### config.mk
export PLATFORM = sky130hd
export DESIGN_NAME = board_top
export DESIGN_NICKNAME = d
export VERILOG_FILES = /design/src/source/board_pkg.sv /design/src/source/video_if.sv /design/src/source/board_top.sv /design/src/source/lab_top.sv /design/src/source/i2s_audio_out.sv /design/src/source/seven_seg_mux.sv /design/src/source/vga_timing.sv /design/src/source/slow_tick_gen.sv
export SDC_FILE = /design/constraint.sdc
export NUM_CORES = 1
export LEC_CHECK = 0
export BUFFER_PORTS_ARGS = -buffer_cell sky130_fd_sc_hd__buf_2
export CORE_ASPECT_RATIO = 1.5
export CORE_UTILIZATION = 35
export DETAILED_ROUTE_END_ITERATION = 10
export MAX_ROUTING_LAYER = met4
export PLACE_DENSITY = 0.56
export SYNTH_ARGS = -nofsm -noshare
export SYNTH_HDL_FRONTEND = slang
export SYNTH_HIERARCHICAL = 1
export SYNTH_SLANG_ARGS = --single-unit
export TNS_END_PERCENT = 100
### constraint.sdc
create_clock -name clk -period 4.4 [get_ports clk]
set_input_delay 0.22 -clock clk [delete_from_list [all_inputs] [get_ports clk]]
set_output_delay 0.22 -clock clk [all_outputs]
set_load 0.01 [all_outputs]
### src/source/board_pkg.sv
`default_nettype none

package board_pkg;

    // ------------------------------
    // VGA 640x480 timing
    // ------------------------------

    localparam int h_visible = 640;  // Pixels
    localparam int h_front   = 16;
    localparam int h_sync    = 96;
    localparam int h_back    = 48;
    localparam int h_total   = h_visible + h_front + h_sync + h_back;  // 800

    localparam int v_visible = 480;  // Lines
    localparam int v_front   = 10;
    localparam int v_sync    = 2;
    localparam int v_back    = 33;
    localparam int v_total   = v_visible + v_front + v_sync + v_back;  // 525

    localparam int h_sync_start = h_visible + h_front;    // 656
    localparam int h_sync_end   = h_sync_start + h_sync;  // 752, first pixel after pulse
    localparam int v_sync_start = v_visible + v_front;    // 490
    localparam int v_sync_end   = v_sync_start + v_sync;  // 492

    localparam int w_x = 10;  // Enough for h_total
    localparam int w_y = 10;  // Enough for v_total

    // ------------------------------
    // Seven-segment display
    // ------------------------------

    localparam int w_digit         = 4;
    localparam int seg_scan_cycles = 16;  // Clock cycles per digit

    // Test pattern chosen by sw[1:0]
    typedef enum logic [1:0] {
        pattern_stripes = 2'd0,
        pattern_checker = 2'd1,
        pattern_solid   = 2'd2,
        pattern_off     = 2'd3
    } pattern_e;

    // I2S serializer states
    typedef enum logic [1:0] {
        i2s_idle  = 2'd0,
        i2s_left  = 2'd1,
        i2s_right = 2'd2
    } i2s_state_e;

endpackage

`default_nettype wire
### src/source/video_if.sv
`timescale 1ns/1ps
`default_nettype none

interface video_if;
    import board_pkg::*;

    logic           hsync;       // Active low
    logic           vsync;       // Active low
    logic           display_on;  // Beam inside visible area
    logic [w_x-1:0] x;
    logic [w_y-1:0] y;

    modport source (output hsync, vsync, display_on, x, y);
    modport sink   (input  hsync, vsync, display_on, x, y);

endinterface

`default_nettype wire

### src/source/board_top.sv
`timescale 1ns/1ps
`default_nettype none

module board_top #(
    parameter int clk_mhz   = 50,
    parameter int pixel_mhz = 25,
    parameter int tick_hz   = 1,
    parameter int bclk_div  = 8
) (
    input  logic                          clk,
    input  logic                          rst,
    input  logic [3:0]                    key,        // Active low
    output logic [3:0]                    led,        // Active low
    output logic [7:0]                    seg,        // Active low
    output logic [board_pkg::w_digit-1:0] dig,        // Active low
    output logic                          vga_hsync,
    output logic                          vga_vsync,
    output logic                          vga_r,
    output logic                          vga_g,
    output logic                          vga_b,
    output logic                          mclk,
    output logic                          bclk,
    output logic                          lrclk,
    output logic                          sdata
);
    import board_pkg::*;

    logic               tick;
    logic [3:0]         lab_led;
    logic [7:0]         abcdefgh;
    logic [w_digit-1:0] lab_digit;
    logic               red;
    logic               green;
    logic               blue;
    logic [15:0]        sound;

    video_if video ();

    // ------------------------------
    // Interface blocks
    // ------------------------------

    slow_tick_gen #(
        .clk_mhz (clk_mhz),
        .tick_hz (tick_hz)
    ) slow_tick_gen_inst (
        .clk  (clk),
        .rst  (rst),
        .tick (tick)
    );

    vga_timing #(
        .clk_mhz   (clk_mhz),
        .pixel_mhz (pixel_mhz)
    ) vga_timing_inst (
        .clk   (clk),
        .rst   (rst),
        .video (video)
    );

    i2s_audio_out #(
        .bclk_div (bclk_div)
    ) i2s_audio_out_inst (
        .clk    (clk),
        .rst    (rst),
        .sample (sound),
        .mclk   (mclk),
        .bclk   (bclk),
        .lrclk  (lrclk),
        .sdata  (sdata)
    );

    // ------------------------------
    // Example lab
    // ------------------------------

    lab_top lab_top_inst (
        .clk      (clk),
        .rst      (rst),
        .tick     (tick),
        .key      (~key),  // Pressed key reads as one
        .sw       (~key),  // Switches share the key pins
        .video    (video),
        .led      (lab_led),
        .abcdefgh (abcdefgh),
        .digit    (lab_digit),
        .red      (red),
        .green    (green),
        .blue     (blue),
        .sound    (sound)
    );

    assign led = ~lab_led;
    assign seg = ~abcdefgh;
    assign dig = ~lab_digit;

    assign vga_hsync = video.hsync;
    assign vga_vsync = video.vsync;

    assign vga_r = video.display_on & red;  // Blank outside visible area
    assign vga_g = video.display_on & green;
    assign vga_b = video.display_on & blue;

endmodule

`default_nettype wire

### src/source/lab_top.sv
`timescale 1ns/1ps
`default_nettype none

module lab_top (
    input  logic                          clk,
    input  logic                          rst,
    input  logic                          tick,
    input  logic [3:0]                    key,
    input  logic [3:0]                    sw,
    video_if.sink                         video,
    output logic [3:0]                    led,
    output logic [7:0]                    abcdefgh,
    output logic [board_pkg::w_digit-1:0] digit,
    output logic                          red,
    output logic                          green,
    output logic                          blue,
    output logic [15:0]                   sound
);
    import board_pkg::*;

    logic [15:0] count;
    pattern_e    pattern;

    // ------------------------------
    // Tick counter and LEDs
    // ------------------------------

    always_ff @(posedge clk) begin
        if (rst) begin
            count <= '0;
        end else if (key[3]) begin
            count <= '0;  // Held clear
        end else if (tick) begin
            count <= count + 1'b1;
        end
    end

    always_ff @(posedge clk) begin
        if (rst) begin
            led <= '0;
        end else begin
            led <= count[3:0] ^ key;
        end
    end

    seven_seg_mux seven_seg_mux_inst (
        .clk      (clk),
        .rst      (rst),
        .value    (count),
        .abcdefgh (abcdefgh),
        .digit    (digit)
    );

    // ------------------------------
    // Test patterns
    // ------------------------------

    assign pattern = pattern_e'(sw[1:0]);

    always_comb begin
        red   = 1'b0;
        green = 1'b0;
        blue  = 1'b0;
        case (pattern)
            pattern_stripes: red   = video.x[5];                // 32 pixel bars
            pattern_checker: green = video.x[5] ^ video.y[5];
            pattern_solid:   blue  = 1'b1;
            pattern_off: begin
                red   = 1'b0;
                green = 1'b0;
                blue  = 1'b0;
            end
        endcase
    end

    // Square tone of plus or minus 0x4000
    assign sound = count[0] ? 16'h4000 : 16'hc000;

endmodule

`default_nettype wire

### src/source/i2s_audio_out.sv
`timescale 1ns/1ps
`default_nettype none

module i2s_audio_out #(
    parameter int bclk_div = 8
) (
    input  logic        clk,
    input  logic        rst,
    input  logic [15:0] sample,
    output logic        mclk,
    output logic        bclk,
    output logic        lrclk,
    output logic        sdata
);
    import board_pkg::*;

    localparam int w_div = bclk_div > 1 ? $clog2(bclk_div) : 1;

    i2s_state_e       state;
    logic [w_div-1:0] div_cnt;
    logic             bclk_tick;
    logic             bclk_fall;
    logic [3:0]       bit_cnt;   // Slot within the current half
    logic             half_end;
    logic [15:0]      sample_q;
    logic [15:0]      shift_q;

    assign bclk_tick = div_cnt == w_div'(bclk_div - 1);
    assign bclk_fall = bclk_tick && bclk;  // bclk about to go low
    assign half_end  = bit_cnt == 4'd15;

    always_ff @(posedge clk) begin
        if (rst) begin
            mclk    <= 1'b0;
            bclk    <= 1'b0;
            div_cnt <= '0;
        end else begin
            mclk <= ~mclk;
            if (bclk_tick) begin
                div_cnt <= '0;
                bclk    <= ~bclk;
            end else begin
                div_cnt <= div_cnt + 1'b1;
            end
        end
    end

    // Frame FSM, all changes on falling bclk
    always_ff @(posedge clk) begin
        if (rst) begin
            state   <= i2s_idle;
            bit_cnt <= '0;
            lrclk   <= 1'b0;
            sdata   <= 1'b0;
        end else if (bclk_fall) begin
            bit_cnt <= bit_cnt + 1'b1;
            case (state)
                i2s_idle: begin
                    state   <= i2s_left;
                    bit_cnt <= '0;
                end
                i2s_left: begin
                    sdata <= shift_q[15];
                    if (half_end) begin
                        state <= i2s_right;
                        lrclk <= 1'b1;
                    end
                end
                i2s_right: begin
                    sdata <= shift_q[15];
                    if (half_end) begin
                        state <= i2s_left;
                        lrclk <= 1'b0;
                    end
                end
                default: state <= i2s_idle;
            endcase
        end
    end

    // MSB leaves one bclk after the load, LSB goes out with the lrclk edge
    always_ff @(posedge clk) begin
        if (bclk_fall) begin
            if (state == i2s_idle || (state == i2s_right && half_end)) begin
                sample_q <= sample;  // Frame start
                shift_q  <= sample;
            end else if (state == i2s_left && half_end) begin
                shift_q <= sample_q;  // Same word on right channel
            end else begin
                shift_q <= shift_q << 1;
            end
        end
    end

endmodule

`default_nettype wire

### src/source/seven_seg_mux.sv
`timescale 1ns/1ps
`default_nettype none

module seven_seg_mux (
    input  logic                          clk,
    input  logic                          rst,
    input  logic [15:0]                   value,
    output logic [7:0]                    abcdefgh,
    output logic [board_pkg::w_digit-1:0] digit
);
    import board_pkg::*;

    localparam int w_scan = $clog2(seg_scan_cycles);

    logic [w_scan-1:0]  scan_cnt;
    logic [w_digit-1:0] sel;     // One-hot digit select
    logic [3:0]         nibble;

    always_ff @(posedge clk) begin
        if (rst) begin
            scan_cnt <= '0;
            sel      <= w_digit'(1);
        end else if (scan_cnt == w_scan'(seg_scan_cycles - 1)) begin
            scan_cnt <= '0;
            sel      <= {sel[w_digit-2:0], sel[w_digit-1]};  // Rotate to next digit
        end else begin
            scan_cnt <= scan_cnt + 1'b1;
        end
    end

    always_comb begin
        nibble = 4'h0;
        for (int i = 0; i < w_digit; i++) begin
            if (sel[i]) begin
                nibble = value[i*4 +: 4];
            end
        end
    end

    // Hex to segments, dot off
    always_comb begin
        abcdefgh = 8'b0000_0000;
        case (nibble)
            4'h0: abcdefgh = 8'b1111_1100;
            4'h1: abcdefgh = 8'b0110_0000;
            4'h2: abcdefgh = 8'b1101_1010;
            4'h3: abcdefgh = 8'b1111_0010;
            4'h4: abcdefgh = 8'b0110_0110;
            4'h5: abcdefgh = 8'b1011_0110;
            4'h6: abcdefgh = 8'b1011_1110;
            4'h7: abcdefgh = 8'b1110_0000;
            4'h8: abcdefgh = 8'b1111_1110;
            4'h9: abcdefgh = 8'b1111_0110;
            4'ha: abcdefgh = 8'b1110_1110;
            4'hb: abcdefgh = 8'b0011_1110;
            4'hc: abcdefgh = 8'b1001_1100;
            4'hd: abcdefgh = 8'b0111_1010;
            4'he: abcdefgh = 8'b1001_1110;
            4'hf: abcdefgh = 8'b1000_1110;
        endcase
    end

    assign digit = sel;

endmodule

`default_nettype wire

### src/source/vga_timing.sv
`timescale 1ns/1ps
`default_nettype none

module vga_timing #(
    parameter int clk_mhz   = 50,
    parameter int pixel_mhz = 25
) (
    input  logic    clk,
    input  logic    rst,
    video_if.source video
);
    import board_pkg::*;

    localparam int pix_div = clk_mhz / pixel_mhz;
    localparam int w_pre   = pix_div > 1 ? $clog2(pix_div) : 1;

    logic [w_pre-1:0] pre_cnt;
    logic             pix_en;
    logic [w_x-1:0]   h_cnt;
    logic [w_x-1:0]   h_next;
    logic [w_y-1:0]   v_cnt;
    logic [w_y-1:0]   v_next;
    logic             hsync_q;
    logic             vsync_q;
    logic             display_on_q;

    // ------------------------------
    // Pixel prescaler
    // ------------------------------

    assign pix_en = pre_cnt == w_pre'(pix_div - 1);

    always_ff @(posedge clk) begin
        if (rst) begin
            pre_cnt <= '0;
        end else if (pix_en) begin
            pre_cnt <= '0;
        end else begin
            pre_cnt <= pre_cnt + 1'b1;
        end
    end

    // ------------------------------
    // Raster counters
    // ------------------------------

    always_comb begin
        h_next = h_cnt + 1'b1;
        v_next = v_cnt;
        if (h_cnt == w_x'(h_total - 1)) begin
            h_next = '0;  // End of line
            if (v_cnt == w_y'(v_total - 1)) begin
                v_next = '0;  // End of frame
            end else begin
                v_next = v_cnt + 1'b1;
            end
        end
    end

    // Syncs decoded from the next position so they line up with x and y
    always_ff @(posedge clk) begin
        if (rst) begin
            h_cnt        <= '0;
            v_cnt        <= '0;
            hsync_q      <= 1'b1;
            vsync_q      <= 1'b1;
            display_on_q <= 1'b1;
        end else if (pix_en) begin
            h_cnt        <= h_next;
            v_cnt        <= v_next;
            hsync_q      <= !(h_next >= w_x'(h_sync_start) && h_next < w_x'(h_sync_end));
            vsync_q      <= !(v_next >= w_y'(v_sync_start) && v_next < w_y'(v_sync_end));
            display_on_q <= h_next < w_x'(h_visible) && v_next < w_y'(v_visible);
        end
    end

    assign video.x          = h_cnt;
    assign video.y          = v_cnt;
    assign video.hsync      = hsync_q;
    assign video.vsync      = vsync_q;
    assign video.display_on = display_on_q;

endmodule

`default_nettype wire

### src/source/slow_tick_gen.sv
`timescale 1ns/1ps
`default_nettype none

module slow_tick_gen #(
    parameter int clk_mhz = 50,
    parameter int tick_hz = 1
) (
    input  logic clk,
    input  logic rst,
    output logic tick
);

    localparam int tick_period = clk_mhz * 1_000_000 / tick_hz;
    localparam int w_cnt       = tick_period > 1 ? $clog2(tick_period) : 1;

    logic [w_cnt-1:0] cnt;  // Cycles left until next tick

    always_ff @(posedge clk) begin
        if (rst) begin
            cnt  <= w_cnt'(tick_period - 1);
            tick <= 1'b0;
        end else if (cnt == '0) begin
            cnt  <= w_cnt'(tick_period - 1);  // Wrap and reload
            tick <= 1'b1;
        end else begin
            cnt  <= cnt - 1'b1;
            tick <= 1'b0;
        end
    end

endmodule

`default_nettype wire

==> key figures <==
STA
  – Final hold vios: 0
  – Tmin final: 2.913 ns
  – Final setup fails: 0
  – RSZ-0062 raised after global routing: false
  – Worst Max-Slew Pin Slew: 0.9403 ns
  – Max Fclk: 343.2 MHz
  – Max-slew violation count: 0
  – Hold WS: 0.1274 ns
  – Final Skew: 0.01058 ns
  – Setup TNS: 0 ns
  – Max_slew headroom: 0.3673
  – Final period util: 0.6621

Pwr
  – Internal power: 2.095 mW
  – Switching Power: 566.6 uW
  – Switching Share: 0.2129
  – Pwr per Cell Area: 363.3 nW/um2
  – Overall power: 2.662 mW
  – Lkg Pwr: 2.756 nW
  – Peak VDD IR: 0.1674 mV
  – Clock power frac: 0.524
  – Flop pwr share: 0.451
  – Comb pwr share: 0.025

Setup path
  – CP Capture Type: output pin
  – R2R Path End: slow_tick_gen_inst/cnt[9]$_SDFF_PP0_
  – WS Path Type: register to output pin
  – Worst EP arrival: 2.69 ns
  – Critical path peak fanout: 8
  – R2R Path Start: slow_tick_gen_inst/cnt[0]$_SDFF_PP1_
  – Worst EP required: 4.18 ns
  – Reg2Reg Depth: 6
  – Worst Setup Start Kind: register
  – Worst setup startpoint: lab_top_inst/seven_seg_mux_inst/digit[1]$_SDFFE_PP0P_
  – R2R setup slack: 1.89 ns

Yosys
  – Top cells by count, synth: dfxtp_1 (92), nor2_1 (79), a21oi_1 (50), inv_1 (43), edfxtp_1 (32)
  – Top-count cell post-synth: dfxtp_1
  – Register area share after synthesis: 0.4303
  – Netlist Area Pre-Place: 6514 um2
  – Top_reg_cell synth: dfxtp_1
  – Post-synth top area share: 0.2828
  – Leading post-synthesis cells by cell area: dfxtp_1 (28%), edfxtp_1 (15%), nor2_1 (4.6%)
  – Warnings from Yosys: 6
  – FF+latch count, synth: 124
  – Area leader, netlist: dfxtp_1
  – Mapped Cells: 709
  – Asr flop ratio synth: 0
  – Distinct cells, synth: 79
  – Mean Syn Cell Area: 9.187 um2
  – Post-synth EDFFs: 32

Final layout
  – Share of cells above drive strength 1: 0.1196
  – Syn-to-layout area delta: 12.49%
  – Antenna Cells: 0
  – Final core utilization: 0.4050
  – # fillers: 1813
  – Total Nets Final: 751

Die
  – I/O pin count: 31
  – Die width: 113.4 um
  – Core area: 18090 um2
  – Full die area: 19170 um2
  – Die span in y: 169.1 um
  – Initial Util: 0.3600
  – Std cell rows: 60

Hold path
  – Hold_sp: rst
  – Hold Path Class: primary input to register
  – Hold EP: vga_timing_inst/video.y[0]$_SDFFE_PP0P_
  – Hold Path Cell Cnt: 2

Route
  – Post-route ant nets: 0
  – Via density: 5.191
  – Metal3 WL: 444 um
  – DRC Markers: 0
  – WL met2: 7135 um
  – Vias post-DR: 5108
  – First drt pass iteration count: 7
  – DRT iter0 DRCs: 352
  – Mean routed wirelength per cell: 13.86 um
  – Detailed Route WL: 13640 um
  – M1 wire length: 5807 um
  – Top Metal Used: met4

Place
  – Detail Placement HPWL: 9336 um
  – Port Buffers: 29
  – GPL Wtd Cong: 0.8567

Global route
  – Tot GR Track Use: 0.1546
  – Initial antenna violation count: 0
  – Congestion Overflow GR: 0
  – Largest net degree at the start of global routing: 52
  – Vias in the first global route: 4899
  – First-pass GRT wire length: 23060 um

Clocking
  – Clock Sinks: 124
  – CTS clk-pin slew, worst paths: 0.06 ns
  – Clk root buf: clkbuf_16
  – TritonCTS clock tree: built
  – Bufs on Longest Clock Path: 2
  – Clk_lat worst skew: 0.42 ns
  – H-tree levels: 4
  – Clock buffer count from CTS: 17
  – Hold_buf cts: 0
  – Postcts setup bufs: 0
  – Post-cts resize count: 0

Flow run
  – Max Cap Viol: 0

Status
  – Outcome: completed
-- sequential cells by signal, summed over array words and instances (netlist names), 10 cells and up --
name                         cells
vga_timing_inst/video.x         10
lab_top_inst/count              16
i2s_audio_out_inst/sample_q     16
i2s_audio_out_inst/shift_q      16
vga_timing_inst/video.y         10
slow_tick_gen_inst/cnt          26
-- layer usage --
metal | track usage | vias to the layer above
met2 | 0.2718 | 87
li1 | - | 2557
met5 | - | -
met3 | 0.03724 | 22
met4 | 0.06865 | 0
met1 | 0.1634 | 2442
-- cell usage in the layout, fill, tap and decap left out, types with 17 or more instances in the layout --
cell and count:
a21oi_1 50, buf_2 29, clkbuf_16 17, dfxtp_1 92
edfxtp_1 32, ha_1 22, inv_1 43, mux2i_1 25
nand2_1 31, nand3_1 27, nand4_1 17, nor2_1 79
nor3_1 19, xnor2_1 19
-- cell families (layout without fill, tap and decap cells) --
| family | count (synthesis) | count (layout) | synth area share |
|---|---|---|---|
| other cells | 3 | 16 | 0.001729 |
| flops | 124 | 124 | 0.4303 |
| xor+xnor | 35 | 35 | 0.04706 |
| fa+ha+maj | 22 | 22 | 0.04226 |
| simple gates | 275 | 275 | 0.2345 |
| compound gates | 126 | 126 | 0.1266 |
| buf+inv | 95 | 109 | 0.07222 |
| mux | 29 | 29 | 0.04533 |
-- how the worst max path moves through the flow --
stage	end	depth (start not counted)	slack [ns]
3_3_place_gp	seg[6]	9	1.98
2_1_floorplan	slow_tick_gen_inst/cnt[24]$_SDFF_PP0_	7	2.17
3_5_place_dp	slow_tick_gen_inst/cnt[9]$_SDFF_PP0_	6	1.90
5_1_grt	seg[6]	9	1.25
4_1_cts	seg[6]	9	1.45
6_report	seg[6]	9	1.49
-- stage by stage --
| stage | std cells | setup WS (ns) | instance area, um2 |
|---|---|---|---|
| detailed placement | 952 | 1.898 | 6743 |
| global placement | 952 | 1.978 | 6743 |
| finish | 984 | 1.487 | 7327 |
| global route | 984 | 1.248 | 7327 |
| CTS | 984 | 1.447 | 7327 |
| floorplan | 722 | 2.175 | 6563 |
-- power groups by stage --
stage               logic, mW  registers (mW)  clock network (mW)
floorplan              0.0627            1.22                   0
finish                 0.0676            1.20                1.39
global placement       0.0652            1.22                   0
CTS                    0.0677            1.20                1.43
global route           0.0773            1.20                1.48
detailed placement     0.0670            1.22                   0
-- worst max-delay path: stages, from the launching register on --
cell	delay, ns
dfxtp_1	0.48
nor2b_2	0.11
a221o_1	0.34
a22oi_2	0.26
inv_1	0.15
ha_1	0.31
mux2_1	0.29
a32oi_1	0.15
inv_1	0.05
buf_2	0.13
-- final cells by class --
type / count / area [um2] / share of cell area
well taps: 248 / 310.3 / 0.04235
clock buffers: 20 / 436.7 / 0.05960
inverters: 44 / 165.2 / 0.02254
repair buffers: 33 / 175.2 / 0.02391
clock inverters: 12 / 147.6 / 0.02015
multi-input cells: 503 / 3289 / 0.4489
flip-flops and latches: 124 / 2803 / 0.3825
No activity file was read; power rests on OpenSTA's default activity.
